==> src/logic/ntm_addressing_pkg.sv <==
// Shared widths, fixed-point constants and types for the addressing
// pipeline: weight, gate, tap and index types, the FSM state enum and
// the structs for input pairs, shift taps and buffer neighbours
`default_nettype none

package ntm_addressing_pkg;

  ////////////////////
  // Sizes
  ////////////////////

  localparam int VECTOR_LENGTH = 8;
  localparam int INDEX_W       = 3;
  localparam int FRAC_W        = 8;
  localparam int FIXED_ONE     = 256;
  localparam int WEIGHT_W      = 16;
  // Gate and taps reach 1.0 inclusive, hence one extra bit
  localparam int GATE_W        = FRAC_W + 1;
  // Weight times gate or tap
  localparam int PRODUCT_W     = WEIGHT_W + GATE_W;
  // Room for three products
  localparam int ACC_W         = PRODUCT_W + 2;

  ////////////////////
  // Types
  ////////////////////

  typedef logic [WEIGHT_W-1:0] weight_t;
  typedef logic [GATE_W-1:0]   gate_t;
  typedef logic [GATE_W-1:0]   tap_t;
  typedef logic [INDEX_W-1:0]  index_t;

  // One input element
  typedef struct packed {
    weight_t content;
    weight_t previous;
  } weight_pair_t;

  // Taps for elements j-1, j and j+1
  typedef struct packed {
    tap_t back;
    tap_t stay;
    tap_t ahead;
  } shift_taps_t;

  // Buffer reads around one index
  typedef struct packed {
    weight_t back;
    weight_t stay;
    weight_t ahead;
  } neighbours_t;

  typedef enum logic [1:0] {
    STATE_IDLE,
    STATE_GATHER,
    STATE_SHIFT,
    STATE_DONE
  } addressing_state_t;

endpackage

`default_nettype wire

==> src/logic/ntm_addressing.sv <==
// Addressing pipeline top level
// Gated interpolation followed by a three-tap circular shift
`timescale 1ns/1ps
`default_nettype none

module ntm_addressing (
  input  wire                               CLK,
  input  wire                               RST,
  // Control
  input  wire                               START,
  input  wire                               W_IN_ENABLE,
  output logic                              W_OUT_ENABLE,
  output logic                              READY,
  // Data
  input  ntm_addressing_pkg::gate_t         GATE_IN,
  input  ntm_addressing_pkg::shift_taps_t   TAPS_IN,
  input  ntm_addressing_pkg::weight_pair_t  W_IN,
  output ntm_addressing_pkg::weight_t       W_OUT
);

  ////////////////////
  // Signals
  ////////////////////

  // Strobes from the FSM
  logic load_params;
  logic write_enable;
  logic shift_enable;

  // Element position
  ntm_addressing_pkg::index_t index;
  logic                       last;

  // Datapath
  ntm_addressing_pkg::weight_t     gated;
  ntm_addressing_pkg::neighbours_t neighbours;

  ////////////////////
  // Control
  ////////////////////

  ntm_addressing_fsm u_fsm (
    .CLK          (CLK),
    .RST          (RST),
    .START        (START),
    .W_IN_ENABLE  (W_IN_ENABLE),
    .last         (last),
    .load_params  (load_params),
    .write_enable (write_enable),
    .shift_enable (shift_enable),
    .READY        (READY)
  );

  // Shared by gather and shift
  ntm_element_counter u_counter (
    .CLK          (CLK),
    .RST          (RST),
    .write_enable (write_enable),
    .shift_enable (shift_enable),
    .index        (index),
    .last         (last)
  );

  ////////////////////
  // Datapath
  ////////////////////

  ntm_interpolation u_interpolation (
    .CLK         (CLK),
    .RST         (RST),
    .load_params (load_params),
    .GATE_IN     (GATE_IN),
    .W_IN        (W_IN),
    .gated       (gated)
  );

  ntm_weight_buffer u_buffer (
    .CLK          (CLK),
    .RST          (RST),
    .write_enable (write_enable),
    .index        (index),
    .gated        (gated),
    .neighbours   (neighbours)
  );

  ntm_shift_convolution u_convolution (
    .CLK          (CLK),
    .RST          (RST),
    .load_params  (load_params),
    .shift_enable (shift_enable),
    .TAPS_IN      (TAPS_IN),
    .neighbours   (neighbours),
    .W_OUT_ENABLE (W_OUT_ENABLE),
    .W_OUT        (W_OUT)
  );

endmodule

`default_nettype wire

==> src/logic/ntm_addressing_fsm.sv <==
// Addressing sequencer: idle, gather, shift, done
// Qualifies the external strobes and produces the READY pulse
`timescale 1ns/1ps
`default_nettype none

module ntm_addressing_fsm (
  input  wire  CLK,
  input  wire  RST,
  input  wire  START,
  input  wire  W_IN_ENABLE,
  input  wire  last,
  output logic load_params,
  output logic write_enable,
  output logic shift_enable,
  output logic READY
);

  ntm_addressing_pkg::addressing_state_t state;

  ////////////////////
  // Strobes
  ////////////////////

  // START only counts while idle
  assign load_params  = (state == ntm_addressing_pkg::STATE_IDLE) && START;

  // Input elements only count while gathering
  assign write_enable = (state == ntm_addressing_pkg::STATE_GATHER) && W_IN_ENABLE;

  // One output per cycle, no back-pressure
  assign shift_enable = (state == ntm_addressing_pkg::STATE_SHIFT);

  ////////////////////
  // State register
  ////////////////////

  always_ff @(posedge CLK or posedge RST) begin
    if (RST) begin
      state <= ntm_addressing_pkg::STATE_IDLE;
      READY <= 1'b0;
    end else begin
      case (state)
        ntm_addressing_pkg::STATE_IDLE: begin
          // Gate and taps latch on this edge
          if (START) begin
            state <= ntm_addressing_pkg::STATE_GATHER;
          end
        end
        ntm_addressing_pkg::STATE_GATHER: begin
          // Element 7 written, counter wraps to 0
          if (write_enable && last) begin
            state <= ntm_addressing_pkg::STATE_SHIFT;
          end
        end
        ntm_addressing_pkg::STATE_SHIFT: begin
          // Output 7 registered on this edge
          if (last) begin
            state <= ntm_addressing_pkg::STATE_DONE;
          end
        end
        ntm_addressing_pkg::STATE_DONE: begin
          // First cycle carries the last output, second one READY
          READY <= ~READY;
          if (READY) begin
            state <= ntm_addressing_pkg::STATE_IDLE;
          end
        end
        default: begin
          state <= ntm_addressing_pkg::STATE_IDLE;
          READY <= 1'b0;
        end
      endcase
    end
  end

endmodule

`default_nettype wire

==> src/logic/ntm_element_counter.sv <==
// Element index counter with last-element flag
// Advances on the gather write strobe and the shift strobe alike
`timescale 1ns/1ps
`default_nettype none

module ntm_element_counter (
  input  wire                         CLK,
  input  wire                         RST,
  input  wire                         write_enable,
  input  wire                         shift_enable,
  output ntm_addressing_pkg::index_t  index,
  output logic                        last
);

  // Final element of the vector
  assign last = (index == ntm_addressing_pkg::index_t'(ntm_addressing_pkg::VECTOR_LENGTH - 1));

  always_ff @(posedge CLK or posedge RST) begin
    if (RST) begin
      index <= '0;
    end else if (write_enable || shift_enable) begin
      // Wrap so shift starts at element 0
      if (last) begin
        index <= '0;
      end else begin
        index <= index + 1'b1;
      end
    end
  end

endmodule

`default_nettype wire

==> src/logic/ntm_interpolation.sv <==
// Gated interpolation of content and previous weightings
// Gate latched at start, each element formed combinationally
`timescale 1ns/1ps
`default_nettype none

module ntm_interpolation (
  input  wire                                CLK,
  input  wire                                RST,
  input  wire                                load_params,
  input  ntm_addressing_pkg::gate_t          GATE_IN,
  input  ntm_addressing_pkg::weight_pair_t   W_IN,
  output ntm_addressing_pkg::weight_t        gated
);

  ntm_addressing_pkg::gate_t gate_q;
  ntm_addressing_pkg::gate_t gate_inv;

  logic [ntm_addressing_pkg::PRODUCT_W-1:0] content_term;
  logic [ntm_addressing_pkg::PRODUCT_W-1:0] previous_term;
  logic [ntm_addressing_pkg::ACC_W-1:0]     sum;

  // Gate held for the whole run
  always_ff @(posedge CLK or posedge RST) begin
    if (RST) begin
      gate_q <= '0;
    end else if (load_params) begin
      gate_q <= GATE_IN;
    end
  end

  // 1 - g in the same format
  assign gate_inv = ntm_addressing_pkg::gate_t'(ntm_addressing_pkg::FIXED_ONE) - gate_q;

  // g*wc and (1-g)*w(t-1)
  assign content_term  = W_IN.content * gate_q;
  assign previous_term = W_IN.previous * gate_inv;
  assign sum           = content_term + previous_term;

  // Drop fraction bits, result never exceeds 16 bits for gate up to 1.0
  assign gated = sum[ntm_addressing_pkg::FRAC_W +: ntm_addressing_pkg::WEIGHT_W];

endmodule

`default_nettype wire

==> src/logic/ntm_shift_convolution.sv <==
// Three-tap circular shift convolution with saturation
// Taps latched at start, one registered output per shift strobe
`timescale 1ns/1ps
`default_nettype none

module ntm_shift_convolution (
  input  wire                              CLK,
  input  wire                              RST,
  input  wire                              load_params,
  input  wire                              shift_enable,
  input  ntm_addressing_pkg::shift_taps_t  TAPS_IN,
  input  ntm_addressing_pkg::neighbours_t  neighbours,
  output logic                             W_OUT_ENABLE,
  output ntm_addressing_pkg::weight_t      W_OUT
);

  ntm_addressing_pkg::shift_taps_t taps_q;

  logic [ntm_addressing_pkg::PRODUCT_W-1:0] back_term;
  logic [ntm_addressing_pkg::PRODUCT_W-1:0] stay_term;
  logic [ntm_addressing_pkg::PRODUCT_W-1:0] ahead_term;
  logic [ntm_addressing_pkg::ACC_W-1:0]     acc;
  logic                                     overflow;
  ntm_addressing_pkg::weight_t              result;

  // Taps held for the whole run
  always_ff @(posedge CLK or posedge RST) begin
    if (RST) begin
      taps_q <= '0;
    end else if (load_params) begin
      taps_q <= TAPS_IN;
    end
  end

  ////////////////////
  // Sum of products
  ////////////////////

  // s(j-1)*g(j-1) + s(j)*g(j) + s(j+1)*g(j+1)
  assign back_term  = neighbours.back * taps_q.back;
  assign stay_term  = neighbours.stay * taps_q.stay;
  assign ahead_term = neighbours.ahead * taps_q.ahead;
  assign acc        = back_term + stay_term + ahead_term;

  // Anything above bit 23 means the scaled sum exceeds 16 bits
  assign overflow = |acc[ntm_addressing_pkg::ACC_W-1:
                         ntm_addressing_pkg::FRAC_W + ntm_addressing_pkg::WEIGHT_W];

  // Clip to 65535
  assign result = overflow ? '1 : acc[ntm_addressing_pkg::FRAC_W +: ntm_addressing_pkg::WEIGHT_W];

  ////////////////////
  // Output register
  ////////////////////

  always_ff @(posedge CLK or posedge RST) begin
    if (RST) begin
      W_OUT_ENABLE <= 1'b0;
      W_OUT        <= '0;
    end else begin
      W_OUT_ENABLE <= shift_enable;
      // Value holds between runs
      if (shift_enable) begin
        W_OUT <= result;
      end
    end
  end

endmodule

`default_nettype wire

==> src/logic/ntm_weight_buffer.sv <==
// Register array for the gated weighting
// Circular back, stay and ahead reads around the current index
`timescale 1ns/1ps
`default_nettype none

module ntm_weight_buffer (
  input  wire                              CLK,
  input  wire                              RST,
  input  wire                              write_enable,
  input  ntm_addressing_pkg::index_t       index,
  input  ntm_addressing_pkg::weight_t      gated,
  output ntm_addressing_pkg::neighbours_t  neighbours
);

  ntm_addressing_pkg::weight_t weights [ntm_addressing_pkg::VECTOR_LENGTH];

  ntm_addressing_pkg::index_t back_index;
  ntm_addressing_pkg::index_t ahead_index;

  always_ff @(posedge CLK or posedge RST) begin
    if (RST) begin
      for (int i = 0; i < ntm_addressing_pkg::VECTOR_LENGTH; i++) begin
        weights[i] <= '0;
      end
    end else if (write_enable) begin
      weights[index] <= gated;
    end
  end

  ////////////////////
  // Circular reads
  ////////////////////

  // Element 0 looks back to element 7
  assign back_index  = (index == '0) ?
                       ntm_addressing_pkg::index_t'(ntm_addressing_pkg::VECTOR_LENGTH - 1) :
                       index - 1'b1;
  // Element 7 looks ahead to element 0
  assign ahead_index = (index == ntm_addressing_pkg::index_t'(ntm_addressing_pkg::VECTOR_LENGTH - 1)) ?
                       '0 : index + 1'b1;

  assign neighbours.back  = weights[back_index];
  assign neighbours.stay  = weights[index];
  assign neighbours.ahead = weights[ahead_index];

endmodule

`default_nettype wire

==> config.mk <==
export PLATFORM = sky130hd
export DESIGN_NAME = ntm_addressing
export DESIGN_NICKNAME = d
export VERILOG_FILES = /design/src/logic/ntm_addressing_pkg.sv /design/src/logic/ntm_addressing.sv /design/src/logic/ntm_addressing_fsm.sv /design/src/logic/ntm_element_counter.sv /design/src/logic/ntm_interpolation.sv /design/src/logic/ntm_shift_convolution.sv /design/src/logic/ntm_weight_buffer.sv
export SDC_FILE = /design/constraint.sdc
export NUM_CORES = 2
export LEC_CHECK = 0
export BUFFER_PORTS_ARGS = -buffer_cell sky130_fd_sc_hd__buf_4
export CORE_MARGIN = 2
export CORE_UTILIZATION = 65
export CTS_BUF_LIST = sky130_fd_sc_hd__clkbuf_16
export CTS_CLUSTER_SIZE = 10
export DETAILED_ROUTE_END_ITERATION = 7
export PLACE_DENSITY = 0.83
export SKIP_LAST_GASP = 1
export SYNTH_ARGS = -nofsm -noshare
export SYNTH_HDL_FRONTEND = slang
export SYNTH_SLANG_ARGS = --single-unit
export TNS_END_PERCENT = 30
==> constraint.sdc <==
create_clock -name CLK -period 31.8 [get_ports CLK]
set_input_delay 6.36 -clock CLK [delete_from_list [all_inputs] [get_ports CLK]]
set_output_delay 6.36 -clock CLK [all_outputs]
set_load 0.01 [all_outputs]
==> run metrics <==
status=completed; clk sinks=187; initial antenna violation count=2; Post-Synth XOR/XNOR Area=1.738%; initial DRC count=2058; TritonCTS Buffers=17; synthesized area=32750 µm²; synthesized area per cell=9.882 µm²; CP Max Fanout=9; wire length on met2=40840 µm; Mapped Cells=3314; crit start category=input port; Die Wd=228.5 µm; clk slew on worst S/H paths=0.09 ns; max_slew headroom=9.488%; most instantiated cells after synthesis=668 x inv_1, 591 x fa_1, 495 x nand2_1, 217 x ha_1, 187 x dfrtp_1; mux cell area share after synthesis=10.94%; ys flop type=dfrtp_1; share of layout cells above drive strength 1=10.93%; Slew Viols, Final=0; crit path kind=input port to flip-flop; register area=4681 µm²; most frequent cell after synthesis=inv_1; IO Port Bufs=89; Avg WL per Cell=20.06 µm; FMAX=77.98 MHz; post-DP HPWL=63030 µm; vias per cell=5.946; First-pass DRT Iterations=5; post-synthesis compound-gate area fraction=3.622%; H-Tree Depth=4; Worst EP arrival=13.17 ns; Bufs on Longest Clock Path=2; area grow syn2layout=5.991%; # IOs=90; Top Layer Used=met4; Synth Register Bits=187; Placeable Area=49970 µm²; ANT cells=0; die area=52190 µm²; synth warn=0; final hold violations=0; Core Rows=82; crit end category=flip-flop; WL met1=29580 µm; area of the multi-input gates=25080 µm²; Worst Max-Slew Pin Slew=1.320 ns; Final #Nets=4207; drt total wl=80490 µm; DRC=0; number of global-route vias before repair=26320; final setup fails=0; Post-Synth Adder-Cell Area=44.42%; Vias=23860; worst setup path endpoint=u_buffer.weights[47]; sequential share of the synthesized area=14.29%; Worst EP required=32.15 ns; Tot GR Track Use=32.48%; met3 wire len=6839 µm; Max-Cap Viols=0; Post-synth EDFFs=0; Worst Hold Class=flip-flop to flip-flop; RSZ-0062 raised after global routing=false; Yosys cell types=59; largest net degree at the start of global routing=102; total gr overflow=0; Final Cycle Share=40.33%; Yosys top cell area share=36.13%; Clk Latency, worst-skew pair=0.51 ns; R2R depth=37; CTS tree=done; Die Ht=228.5 µm; Synth Area in Simple Gates=15.75%; worst reg2reg setup slack=19.59 ns; reg2reg start=u_counter.index[1]; ys async rst share=100.0%; Post-CTS Setup Inserts=0; Fin Clk Skew=0.02442 ns; Hold Startpoint=u_convolution.W_OUT[14]; crit path time final=12.82 ns; post-route ant nets=0; routability-driven placement congestion ratio=0.8957; CTS root buffer=clkbuf_16; Initial Utilization=65.54%; post-synth net total=4194; TNS Setup=0 ns; Gates resized, CTS repair=0; Worst Setup SP=W_IN[7]; FILL cells=3516; top cells by area, synth=fa_1 36%, dfrtp_1 14%, ha_1 8.3%; combinational family with the most area after synthesis=adder cells; post-synth top area cell=fa_1; hold_buf cts=0; RR Endpoint=u_convolution.W_OUT[2]; global-route wire length before repair=132400 µm
==> per-stage QoR <==
stage	area [µm²]	setup WS, ns	hold slack, ns	utilization [%]	cells
after floorplan	32750	19.62	0.4724	-	3314
after global routing	34710	18.56	0.5325	69.47	4012
after global placement	34070	18.66	0.4854	68.19	3980
after CTS	34710	19.05	0.5100	69.47	4012
final	34710	18.98	0.5061	69.47	4012
after detailed placement	34070	18.53	0.4886	68.19	3980
==> flip-flops by register name (all words and copies together), names as in the netlist <==
| name | cells |
|---|---|
| u_counter.index | 3 |
| u_convolution.taps_q | 27 |
| u_convolution.W_OUT_ENABLE | 1 |
| u_buffer.weights | 128 |
| u_fsm.READY | 1 |
| u_interpolation.gate_q | 9 |
| u_convolution.W_OUT | 16 |
| u_fsm.state | 2 |
==> critical path: stages <==
cell and delay (ns):
buf_4 0.14, nand2_1 0.09, fa_1 0.56, inv_1 0.06
fa_1 0.50, inv_1 0.05, fa_1 0.52, inv_1 0.05
fa_1 0.49, inv_1 0.06, fa_1 0.47, inv_1 0.05
fa_1 0.44, ha_1 0.30, o21ai_0 0.14, o21bai_1 0.14
a221oi_1 0.81, o211ai_1 0.36, a21oi_1 0.44, nor3_1 0.15
mux2i_1 0.15, a211oi_1 0.63, o21ai_0 0.21
==> final cells by class <==
type / count / share of cell area [%]
multi-input combinational: 2325 / 72.24
sequential: 187 / 13.48
inverter: 669 / 7.256
timing repair buffer: 127 / 2.747
tap: 672 / 2.422
clock buffer: 17 / 1.226
clock inverter: 15 / 0.6200
==> per-layer routing <==
layer,GRT usage [%],up-vias
met2,56.03,1197
met4,14.26,0
met5,0,-
met3,6.512,285
li1,-,10180
met1,39.81,12200
==> logic make-up after synthesis <==
family	after synthesis
XOR/XNOR	65
multiplexers	227
AO/OA/AOI/OAI	181
adder cells (fa/ha/maj)	808
AND/OR/NAND/NOR	1044
buffers and inverters	802
flip-flops	187
==> placed cells by master (no fill, tap or decap), drive strengths merged, types with 51 or more instances in the layout <==
master and instances:
and2 149, buf 127, ha 217, mux4 95, inv 675, nand2b 129, dfrtp 187, mux2 98
o21ai 66, nor2 51, nand2 495, nor2b 166, fa 591
==> worst min path at each step <==
stage                              endpoint  slack [ns]  depth (start not counted)
finish              u_convolution.W_OUT[14]        0.51                          1
global route         u_convolution.W_OUT[3]        0.53                          1
CTS                 u_convolution.W_OUT[14]        0.51                          1
detailed placement  u_convolution.W_OUT[14]        0.49                          1
global placement     u_convolution.W_OUT[7]        0.49                          1
floorplan              u_buffer.weights[80]        0.47                          2
Power is not shown: default switching activity piles up to over one toggle a cycle in this logic, so the estimate is an artifact.
